File: src/hdl/mips_config.svh
`ifndef MIPS_CONFIG_SVH
`define MIPS_CONFIG_SVH

// Data path and address width
`define MIPS_XLEN 32

// Architectural registers, r0 hardwired to zero
`define MIPS_REG_COUNT 32

`define MIPS_RESET_PC 32'h0000_0000 // First fetch address

`endif

File: src/hdl/mips_pkg.sv
package mips_pkg;

    typedef enum logic [2:0] {
        STATE_FETCH  = 3'd0,
        STATE_DECODE = 3'd1,
        STATE_EXEC1  = 3'd2,
        STATE_EXEC2  = 3'd3, // LW writeback only
        STATE_HALT   = 3'd4
    } cpu_state_t;

    typedef enum logic [5:0] {
        OP_RTYPE = 6'h00,
        OP_J     = 6'h02,
        OP_JAL   = 6'h03,
        OP_BEQ   = 6'h04,
        OP_ADDIU = 6'h09,
        OP_ANDI  = 6'h0c,
        OP_ORI   = 6'h0d,
        OP_XORI  = 6'h0e,
        OP_LW    = 6'h23,
        OP_SW    = 6'h2b
    } opcode_t;

    typedef enum logic [5:0] {
        FN_SLLV = 6'h04,
        FN_SRLV = 6'h06,
        FN_SRAV = 6'h07,
        FN_JR   = 6'h08,
        FN_JALR = 6'h09,
        FN_ADDU = 6'h21,
        FN_SUBU = 6'h23,
        FN_AND  = 6'h24,
        FN_OR   = 6'h25,
        FN_XOR  = 6'h26,
        FN_SLT  = 6'h2a,
        FN_SLTU = 6'h2b
    } funct_t;

    // Operation class chosen by the controller
    typedef enum logic [2:0] {
        ALUOP_ADD, ALUOP_SUB, ALUOP_FUNCT, ALUOP_AND, ALUOP_OR, ALUOP_XOR
    } alu_op_t;

    typedef enum logic [3:0] {
        ALU_ADD, ALU_SUB, ALU_AND, ALU_OR, ALU_XOR,
        ALU_SLT, ALU_SLTU, ALU_SLL, ALU_SRL, ALU_SRA
    } alu_func_t;

    typedef enum logic [1:0] {PC_ALU, PC_ALUOUT, PC_JUMP_TARGET, PC_REG_A} pc_source_t;
    typedef enum logic [1:0] {DST_RT, DST_RD, DST_RA} reg_dst_t;
    typedef enum logic [1:0] {WB_ALUOUT, WB_MDR, WB_PC} mem_to_reg_t;

    typedef enum logic [2:0] {
        SRCB_B, SRCB_FOUR, SRCB_SIGN_IMM, SRCB_BRANCH_OFFSET, SRCB_ZERO_IMM
    } alu_src_b_t;

endpackage

File: src/hdl/alu.sv
`include "mips_config.svh"

module alu (
    input  mips_pkg::alu_func_t   func,
    input  logic [`MIPS_XLEN-1:0] a,
    input  logic [`MIPS_XLEN-1:0] b,
    output logic [`MIPS_XLEN-1:0] result,
    output logic                  zero
);
    import mips_pkg::*;

    localparam int SHAMT_W = $clog2(`MIPS_XLEN);

    logic [SHAMT_W-1:0] shamt;

    assign shamt = a[SHAMT_W-1:0]; // Variable shifts take the amount from rs

    always_comb begin
        case (func)
            ALU_ADD:  result = a + b;
            ALU_SUB:  result = a - b;
            ALU_AND:  result = a & b;
            ALU_OR:   result = a | b;
            ALU_XOR:  result = a ^ b;
            ALU_SLT:  result = {{(`MIPS_XLEN-1){1'b0}}, $signed(a) < $signed(b)};
            ALU_SLTU: result = {{(`MIPS_XLEN-1){1'b0}}, a < b};
            ALU_SLL:  result = b << shamt;
            ALU_SRL:  result = b >> shamt;
            ALU_SRA:  result = $signed(b) >>> shamt;
            default:  result = a + b;
        endcase
    end

    assign zero = (result == '0);

endmodule

File: src/hdl/register_file.sv
`include "mips_config.svh"

module register_file (
    input  logic                               clk,
    input  logic                               reset,
    input  logic [$clog2(`MIPS_REG_COUNT)-1:0] read_addr_a,
    input  logic [$clog2(`MIPS_REG_COUNT)-1:0] read_addr_b,
    input  logic                               write_enable,
    input  logic [$clog2(`MIPS_REG_COUNT)-1:0] write_addr,
    input  logic [`MIPS_XLEN-1:0]              write_data,
    output logic [`MIPS_XLEN-1:0]              read_data_a,
    output logic [`MIPS_XLEN-1:0]              read_data_b
);

    logic [`MIPS_XLEN-1:0] regs [`MIPS_REG_COUNT];

    always_ff @(posedge clk) begin
        if (reset) begin
            for (int i = 0; i < `MIPS_REG_COUNT; i++) begin
                regs[i] <= '0;
            end
        end else if (write_enable && write_addr != '0) begin
            regs[write_addr] <= write_data;
        end
    end

    // r0 reads zero
    assign read_data_a = (read_addr_a == '0) ? '0 : regs[read_addr_a];
    assign read_data_b = (read_addr_b == '0) ? '0 : regs[read_addr_b];

endmodule

File: src/hdl/controller.sv
module controller (
    input  mips_pkg::opcode_t    opcode,
    input  mips_pkg::funct_t     funct,
    input  mips_pkg::cpu_state_t state,
    output mips_pkg::reg_dst_t   reg_dst,
    output logic                 reg_write,
    output logic                 i_or_d,
    output logic                 ir_write,
    output logic                 pc_write,
    output mips_pkg::pc_source_t pc_source,
    output logic                 pc_write_cond,
    output logic                 jump,
    output logic                 three_cycle,
    output logic                 mem_read,
    output logic                 mem_write,
    output mips_pkg::mem_to_reg_t mem_to_reg,
    output mips_pkg::alu_op_t    alu_op,
    output logic                 alu_src_a,
    output mips_pkg::alu_src_b_t alu_src_b,
    output logic                 illegal
);
    import mips_pkg::*;

    always_comb begin
        reg_dst       = DST_RT;
        reg_write     = 1'b0;
        i_or_d        = 1'b0;
        ir_write      = 1'b0;
        pc_write      = 1'b0;
        pc_source     = PC_ALU;
        pc_write_cond = 1'b0;
        jump          = 1'b0;
        three_cycle   = 1'b0;
        mem_read      = 1'b0;
        mem_write     = 1'b0;
        mem_to_reg    = WB_ALUOUT;
        alu_op        = ALUOP_ADD;
        alu_src_a     = 1'b0;
        alu_src_b     = SRCB_B;
        illegal       = 1'b0;

        case (state)
            STATE_FETCH: begin
                mem_read  = 1'b1;
                ir_write  = 1'b1;
                pc_write  = 1'b1;
                alu_src_b = SRCB_FOUR; // PC + 4
            end
            STATE_DECODE: begin
                alu_src_b = SRCB_BRANCH_OFFSET; // Branch target into ALU result reg
            end
            STATE_EXEC1: begin
                three_cycle = 1'b1;
                case (opcode)
                    OP_RTYPE: begin
                        case (funct)
                            FN_SLLV, FN_SRLV, FN_SRAV, FN_ADDU, FN_SUBU,
                            FN_AND, FN_OR, FN_XOR, FN_SLT, FN_SLTU: begin
                                reg_dst   = DST_RD;
                                reg_write = 1'b1;
                                alu_op    = ALUOP_FUNCT;
                                alu_src_a = 1'b1;
                            end
                            FN_JR: begin
                                pc_source = PC_REG_A;
                                jump      = 1'b1;
                            end
                            FN_JALR: begin
                                pc_source  = PC_REG_A;
                                jump       = 1'b1;
                                reg_dst    = DST_RD;
                                reg_write  = 1'b1;
                                mem_to_reg = WB_PC; // PC already holds PC + 4
                            end
                            default: illegal = 1'b1;
                        endcase
                    end
                    OP_J: begin
                        pc_source = PC_JUMP_TARGET;
                        jump      = 1'b1;
                    end
                    OP_JAL: begin
                        pc_source  = PC_JUMP_TARGET;
                        jump       = 1'b1;
                        reg_dst    = DST_RA;
                        reg_write  = 1'b1;
                        mem_to_reg = WB_PC;
                    end
                    OP_BEQ: begin
                        alu_op        = ALUOP_SUB; // Zero flag on equal
                        alu_src_a     = 1'b1;
                        pc_source     = PC_ALUOUT;
                        pc_write_cond = 1'b1;
                    end
                    OP_ADDIU, OP_ANDI, OP_ORI, OP_XORI: begin
                        reg_write = 1'b1;
                        alu_src_a = 1'b1;
                        alu_src_b = (opcode == OP_ADDIU) ? SRCB_SIGN_IMM : SRCB_ZERO_IMM;
                        case (opcode)
                            OP_ANDI: alu_op = ALUOP_AND;
                            OP_ORI:  alu_op = ALUOP_OR;
                            OP_XORI: alu_op = ALUOP_XOR;
                            default: alu_op = ALUOP_ADD;
                        endcase
                    end
                    OP_LW: begin
                        three_cycle = 1'b0; // Writeback in exec2
                        i_or_d      = 1'b1;
                        mem_read    = 1'b1;
                        alu_src_a   = 1'b1;
                        alu_src_b   = SRCB_SIGN_IMM;
                    end
                    OP_SW: begin
                        i_or_d    = 1'b1;
                        mem_write = 1'b1;
                        alu_src_a = 1'b1;
                        alu_src_b = SRCB_SIGN_IMM;
                    end
                    default: illegal = 1'b1;
                endcase
            end
            STATE_EXEC2: begin
                if (opcode == OP_LW) begin
                    reg_write  = 1'b1;
                    mem_to_reg = WB_MDR;
                end
            end
            default: ; // Halt keeps every strobe low
        endcase
    end

endmodule

File: src/hdl/alu_control.sv
module alu_control (
    input  mips_pkg::alu_op_t   alu_op,
    input  mips_pkg::funct_t    funct,
    output mips_pkg::alu_func_t alu_func
);
    import mips_pkg::*;

    always_comb begin
        case (alu_op)
            ALUOP_ADD: alu_func = ALU_ADD;
            ALUOP_SUB: alu_func = ALU_SUB;
            ALUOP_AND: alu_func = ALU_AND;
            ALUOP_OR:  alu_func = ALU_OR;
            ALUOP_XOR: alu_func = ALU_XOR;
            ALUOP_FUNCT: begin
                case (funct)
                    FN_SLLV: alu_func = ALU_SLL; // Amount from rs
                    FN_SRLV: alu_func = ALU_SRL;
                    FN_SRAV: alu_func = ALU_SRA;
                    FN_ADDU: alu_func = ALU_ADD;
                    FN_SUBU: alu_func = ALU_SUB;
                    FN_AND:  alu_func = ALU_AND;
                    FN_OR:   alu_func = ALU_OR;
                    FN_XOR:  alu_func = ALU_XOR;
                    FN_SLT:  alu_func = ALU_SLT;
                    FN_SLTU: alu_func = ALU_SLTU;
                    default: alu_func = ALU_ADD;
                endcase
            end
            default: alu_func = ALU_ADD;
        endcase
    end

endmodule

File: src/hdl/datapath.sv
`include "mips_config.svh"

module datapath (
    input  logic                  clk,
    input  logic                  reset,
    input  mips_pkg::reg_dst_t    reg_dst,
    input  logic                  reg_write,
    input  logic                  i_or_d,
    input  logic                  ir_write,
    input  logic                  pc_write,
    input  mips_pkg::pc_source_t  pc_source,
    input  logic                  pc_write_cond,
    input  logic                  jump,
    input  logic                  three_cycle,
    input  logic                  mem_read_req,
    input  logic                  mem_write_req,
    input  mips_pkg::mem_to_reg_t mem_to_reg,
    input  logic                  alu_src_a,
    input  mips_pkg::alu_src_b_t  alu_src_b,
    input  logic                  illegal,
    input  mips_pkg::alu_func_t   alu_func,
    output mips_pkg::opcode_t     opcode,
    output mips_pkg::funct_t      funct,
    output mips_pkg::cpu_state_t  state,
    output logic [`MIPS_XLEN-1:0] mem_addr,
    output logic                  mem_read,
    output logic                  mem_write,
    output logic [`MIPS_XLEN-1:0] mem_wdata,
    input  logic [`MIPS_XLEN-1:0] mem_rdata,
    output logic                  trap
);
    import mips_pkg::*;

    cpu_state_t            next_state;
    logic [`MIPS_XLEN-1:0] pc, pc_next, ir, a_reg, b_reg, alu_out, mdr;
    logic [`MIPS_XLEN-1:0] sign_imm, zero_imm, jump_target;
    logic [`MIPS_XLEN-1:0] alu_a, alu_b, alu_result, write_data;
    logic [`MIPS_XLEN-1:0] read_data_a, read_data_b;
    logic [4:0]            write_addr;
    logic                  zero, pc_en;

    assign opcode      = opcode_t'(ir[31:26]);
    assign funct       = funct_t'(ir[5:0]);
    assign sign_imm    = {{(`MIPS_XLEN-16){ir[15]}}, ir[15:0]};
    assign zero_imm    = {{(`MIPS_XLEN-16){1'b0}}, ir[15:0]};
    assign jump_target = {pc[`MIPS_XLEN-1 -: 4], ir[25:0], 2'b00}; // Upper bits of PC + 4

    always_comb begin
        alu_a = alu_src_a ? a_reg : pc;
        case (alu_src_b)
            SRCB_FOUR:          alu_b = `MIPS_XLEN'd4;
            SRCB_SIGN_IMM:      alu_b = sign_imm;
            SRCB_BRANCH_OFFSET: alu_b = sign_imm << 2;
            SRCB_ZERO_IMM:      alu_b = zero_imm;
            default:            alu_b = b_reg;
        endcase
        case (reg_dst)
            DST_RD:  write_addr = ir[15:11];
            DST_RA:  write_addr = 5'd31; // Link register
            default: write_addr = ir[20:16];
        endcase
        case (mem_to_reg)
            WB_MDR:  write_data = mdr;
            WB_PC:   write_data = pc;
            default: write_data = alu_result;
        endcase
        case (pc_source)
            PC_ALUOUT:      pc_next = alu_out;
            PC_JUMP_TARGET: pc_next = jump_target;
            PC_REG_A:       pc_next = a_reg;
            default:        pc_next = alu_result;
        endcase
    end

    assign pc_en = pc_write | jump | (pc_write_cond & zero);

    always_comb begin
        case (state)
            STATE_FETCH:  next_state = STATE_DECODE;
            STATE_DECODE: next_state = STATE_EXEC1;
            STATE_EXEC1:  next_state = three_cycle ? STATE_FETCH : STATE_EXEC2;
            STATE_EXEC2:  next_state = STATE_FETCH;
            default:      next_state = STATE_HALT;
        endcase
        if (illegal) begin
            next_state = STATE_HALT;
        end
    end

    always_ff @(posedge clk) begin
        if (reset) begin
            state <= STATE_FETCH;
            pc    <= `MIPS_RESET_PC;
        end else begin
            state <= next_state;
            if (pc_en) begin
                pc <= pc_next;
            end
        end
    end

    always_ff @(posedge clk) begin
        if (ir_write) begin
            ir <= mem_rdata;
        end
        if (state == STATE_DECODE) begin
            a_reg <= read_data_a;
            b_reg <= read_data_b;
        end
        alu_out <= alu_result; // Branch target survives into exec1
        mdr     <= mem_rdata;
    end

    assign mem_addr  = i_or_d ? alu_result : pc;
    assign mem_read  = mem_read_req & (state != STATE_HALT);
    assign mem_write = mem_write_req & (state != STATE_HALT);
    assign mem_wdata = b_reg;
    assign trap      = (state == STATE_HALT);

    register_file i_register_file (
        .clk          (clk),
        .reset        (reset),
        .read_addr_a  (ir[25:21]),
        .read_addr_b  (ir[20:16]),
        .write_enable (reg_write),
        .write_addr   (write_addr),
        .write_data   (write_data),
        .read_data_a  (read_data_a),
        .read_data_b  (read_data_b)
    );

    alu i_alu (
        .func   (alu_func),
        .a      (alu_a),
        .b      (alu_b),
        .result (alu_result),
        .zero   (zero)
    );

endmodule

File: src/hdl/mips_core.sv
`include "mips_config.svh"

module mips_core (
    input  logic                  clk,
    input  logic                  reset,
    output logic [`MIPS_XLEN-1:0] mem_addr,
    output logic                  mem_read,
    output logic                  mem_write,
    output logic [`MIPS_XLEN-1:0] mem_wdata,
    input  logic [`MIPS_XLEN-1:0] mem_rdata,
    output logic                  trap
);
    import mips_pkg::*;

    opcode_t     opcode;
    funct_t      funct;
    cpu_state_t  state;
    reg_dst_t    reg_dst;
    pc_source_t  pc_source;
    mem_to_reg_t mem_to_reg;
    alu_op_t     alu_op;
    alu_src_b_t  alu_src_b;
    alu_func_t   alu_func;
    logic        reg_write, i_or_d, ir_write, pc_write, pc_write_cond, jump;
    logic        three_cycle, mem_read_req, mem_write_req, alu_src_a, illegal;

    controller i_controller (
        .opcode        (opcode),
        .funct         (funct),
        .state         (state),
        .reg_dst       (reg_dst),
        .reg_write     (reg_write),
        .i_or_d        (i_or_d),
        .ir_write      (ir_write),
        .pc_write      (pc_write),
        .pc_source     (pc_source),
        .pc_write_cond (pc_write_cond),
        .jump          (jump),
        .three_cycle   (three_cycle),
        .mem_read      (mem_read_req),
        .mem_write     (mem_write_req),
        .mem_to_reg    (mem_to_reg),
        .alu_op        (alu_op),
        .alu_src_a     (alu_src_a),
        .alu_src_b     (alu_src_b),
        .illegal       (illegal)
    );

    alu_control i_alu_control (
        .alu_op   (alu_op),
        .funct    (funct),
        .alu_func (alu_func)
    );

    datapath i_datapath (
        .clk           (clk),
        .reset         (reset),
        .reg_dst       (reg_dst),
        .reg_write     (reg_write),
        .i_or_d        (i_or_d),
        .ir_write      (ir_write),
        .pc_write      (pc_write),
        .pc_source     (pc_source),
        .pc_write_cond (pc_write_cond),
        .jump          (jump),
        .three_cycle   (three_cycle),
        .mem_read_req  (mem_read_req),
        .mem_write_req (mem_write_req),
        .mem_to_reg    (mem_to_reg),
        .alu_src_a     (alu_src_a),
        .alu_src_b     (alu_src_b),
        .illegal       (illegal),
        .alu_func      (alu_func),
        .opcode        (opcode),
        .funct         (funct),
        .state         (state),
        .mem_addr      (mem_addr),
        .mem_read      (mem_read),
        .mem_write     (mem_write),
        .mem_wdata     (mem_wdata),
        .mem_rdata     (mem_rdata),
        .trap          (trap)
    );

endmodule

File: config.mk
export PLATFORM = sky130hd
export DESIGN_NAME = mips_core
export DESIGN_NICKNAME = d
export VERILOG_FILES = /design/src/hdl/mips_pkg.sv /design/src/hdl/alu.sv /design/src/hdl/register_file.sv /design/src/hdl/controller.sv /design/src/hdl/alu_control.sv /design/src/hdl/datapath.sv /design/src/hdl/mips_core.sv
export VERILOG_INCLUDE_DIRS = /design/src /design/src/hdl
export SDC_FILE = /design/constraint.sdc
export NUM_CORES = 2
export LEC_CHECK = 0
export BUFFER_PORTS_ARGS = -buffer_cell sky130_fd_sc_hd__buf_2
export CORE_MARGIN = 3
export CORE_UTILIZATION = 30
export CTS_BUF_LIST = sky130_fd_sc_hd__clkbuf_4
export CTS_CLUSTER_DIAMETER = 40
export DETAILED_ROUTE_END_ITERATION = 8
export GPL_ROUTABILITY_DRIVEN = 0
export SLEW_MARGIN = 20
export SYNTH_ARGS = -nofsm -noshare
export SYNTH_HDL_FRONTEND = slang
export SYNTH_SLANG_ARGS = --single-unit
File: constraint.sdc
create_clock -name clk -period 9.9 [get_ports clk]
set_clock_uncertainty 0.05 [all_clocks]
set_input_delay 1.485 -clock clk [delete_from_list [all_inputs] [get_ports clk]]
set_output_delay 1.485 -clock clk [all_outputs]
set_load 0.01 [all_outputs]
==> metrics <==
status complete, but fails checks; failing checks DRC; worst endpoint required time 8370 ps; CTS tree built; RSZ-0062 raised after global routing false; Area after DPL 74300 um2; post-synthesis cell type count 103; CP Max Fanout 20; Yosys warnings 0; asr flop ratio synth 0%; Most flops, register i_datapath.i_register_file.regs; GRT Total Usage 22.9%; worst-path cell chain or4_1 > a2111o_1 > nand2_1 > nor2_1 > nor2_2 > buf_4 > mux2_2 > ha_1 > inv_1 > nand2_1 > o21ai_0 > nor3_1 > a31oi_1 > a31o_2 > a21oi_1 > o21ai_0 > a211oi_1 > xnor2_1 > nor2_1 > a311o_1 > nand2_1 > o21ai_0 > buf_2; dominant synthesized flop cell edfxtp_1; Worst path slowest cell or4_1; number of global-route vias before repair 54750; min-delay worst type input pin to register; IO Count 101; CP startpoint kind register; TritonCTS buffer count 339; Reg area 35600 um2; final WL 282000 um; worst hold slack 317 ps; delay-heaviest family, CP compound AO/OA/AOI/OAI gates; final net count 6052; worst slew pin tran 1350 ps; commonest non-fill, non-tap cells in the layout 1278 x nor2_1, 1120 x edfxtp_1, 544 x mux4_2; clock network power share 19.6%; Psw 0.0109 W; FF-to-FF path depth 22; first-pass GRT wire length 397000 um; CP max stage delay 690 ps; DR pass1 iterations 9; drc violations 34; Comb pwr share 51.9%; Chip Height 489 um; vias 56076; commonest non-fill, non-tap cell in the layout nor2_1; Reg power frac 28.5%; post-route ant nets 0; WP buf/inv 3; post-synthesis cell area 70100 um2; CP arrival 8200 ps; grt ovf 0; Mapped Cells 5789; switching share of power 46.8%; final hold violations 0; clock sinks 1219; initial antenna violation count 22; Tcrit/Tclk final 98.3%; Hold Path Depth 1; Fillers 22802; LEAKAGE 27.5 nW; Vias per Instance 6.10; CTS root buffer clkbuf_4; die area 239000 um2; maximum vdd drop 0.000261 V; max reg flops 1024; I/O Buffers 100; Core Region 231000 um2; synthesized area per cell 12.1 um2; Final Cell Area 78700 um2; clock buffer depth 4; number of max-cap violations 0; fin. max-slew vios 0; largest net degree at the start of global routing 119; Post-synth EDFFs 1120; Multi-input gate area 32300 um2; clock slew at reported path FFs 70 ps; WP depth 23; die span in x 489 um; Final Non-Filler Cells 9187; post-synthesis sequential area ratio 50.8%; setup total negative slack 0 ps; slew margin rel. 9.26%; CTS H-Tree Depth 5; Worst Setup End Kind output port; wire length per cell 30.7 um; Placed Instances 8585; Setup Viol. Count Final 0; Setup Crit Path Kind register to output port; Power per Cell Area 297 nW/um2; first-iteration detailed-routing DRC count 9458; Synth Register Bits 1219; Pint 0.0124 W; Area Growth Syn to Fin 12.3%; Initial Util 30.3%; Max Clk Rate 0.103 GHz; minimum clock period after layout 9740 ps; DP HPWL 178000 um; clk_lat worst skew 1270 ps; # rows 176; layout cells sized above 1 26.7%
-- area by class of cell --
class                   instances  share of cell area [%]
inverters                     134                   0.655
multi-input cells            3907                    41.1
clock inverters                59                   0.429
clock buffers                 512                    4.89
diodes                         15                  0.0477
repair buffers                315                    2.83
well taps                    3026                    4.81
flip-flops and latches       1219                    45.3
-- per-stage QoR --
| step | utilization (%) | worst slack [ps] | total power [W] |
|---|---|---|---|
| after detailed placement | 32.1 | 1030 | 0.0182 |
| after global placement | 32.1 | 1050 | 0.0182 |
| final | 34.0 | 164 | 0.0233 |
| after floorplan | - | 2330 | 0.0140 |
| after global routing | 34.0 | 27.1 | 0.0241 |
| after CTS | 33.9 | 22.7 | 0.0228 |
-- worst paths after layout --
| kind | endpoint | slack [ps] | start |
|---|---|---|---|
| setup / recovery | mem_addr[31] | 160 | i_datapath.ir[30]$_DFFE_PP_ |
| hold / removal | i_datapath.mdr[6]$_DFF_P_ | 320 | mem_rdata[6] |
| setup reg to reg | i_datapath.pc[11]$_SDFFE_PP0P_ | 1500 | i_datapath.ir[30]$_DFFE_PP_ |
| hold reg to reg | i_datapath.pc[10]$_SDFFE_PP0P_ | 480 | i_datapath.pc[10]$_SDFFE_PP0P_ |
-- Yosys cell counts (50+ instances only) --
cell,instances,share of area [%]
a21oi_1,192,1.4
a22oi_1,72,0.77
buf_1,81,0.43
clkbuf_1,448,2.4
dfxtp_1,99,2.8
edfxtp_1,1120,48
ha_1,100,1.8
inv_1,128,0.69
mux2_2,86,1.4
mux2i_1,204,2.9
mux4_2,544,17
nand2_1,296,1.6
nand2b_1,70,0.62
nand3_1,50,0.36
nor2_1,1283,6.9
nor3_1,92,0.66
o21ai_0,147,1.0
o221ai_1,52,0.65
o22ai_1,58,0.52
-- power by group through the flow --
| stage | Clock, W | Combinational [W] | Sequential (W) |
|---|---|---|---|
| 5_1_grt | 0.00489 | 0.0125 | 0.00666 |
| 4_1_cts | 0.00462 | 0.0115 | 0.00662 |
| 3_3_place_gp | 0 | 0.0114 | 0.00672 |
| 6_report | 0.00457 | 0.0121 | 0.00664 |
| 2_1_floorplan | 0 | 0.00756 | 0.00642 |
| 3_5_place_dp | 0 | 0.0115 | 0.00673 |
-- routing by layer --
metal,global-route usage (%),routed length (um),share of wire [%]
met1,28.5,99200,35
met2,35.1,126000,45
met3,7.91,39000,14
met4,12.4,17400,6.2
met5,0,80,0.028
-- timing repair --
action,4_1_cts,5_1_grt
endpoints found under the setup margin,2,6
hold buffers,0,0
pin swaps,1,1
gates resized for setup,2,4
setup buffers,2,10
-- cells by family (layout without fill, tap and decap cells) --
group | after synthesis | in the layout | synth area share [%]
and+or+nand+nor | 1952 | 1952 | 11.7
DFF | 1219 | 1219 | 50.8
AOI/OAI and AO/OA | 950 | 950 | 9.45
muxes | 836 | 836 | 21.8
buffers and inverters | 694 | 1020 | 3.92
adders and majority gates | 102 | 102 | 1.84
xor gates and xnor gates | 35 | 35 | 0.437
other | 1 | 47 | 0.00535
-- worst register-to-register path: stages (launching register included) --
cell and delay [ps]:
edfxtp_1 590, or4_1 690, a2111o_1 380, nand2_1 130, nor2_1 80, nor2_2 350
mux2_2 430, ha_1 430, or4_1 610, or4_1 610, a21oi_1 310, nor3_1 80
nor3_1 160, o32ai_1 190, a2111oi_0 400, a211oi_1 340, or3_1 390, nor4_1 530
and4_1 330, and4_1 590, buf_4 360, nor3_1 90, a311oi_2 230
Power figures use the tool's default switching activity.
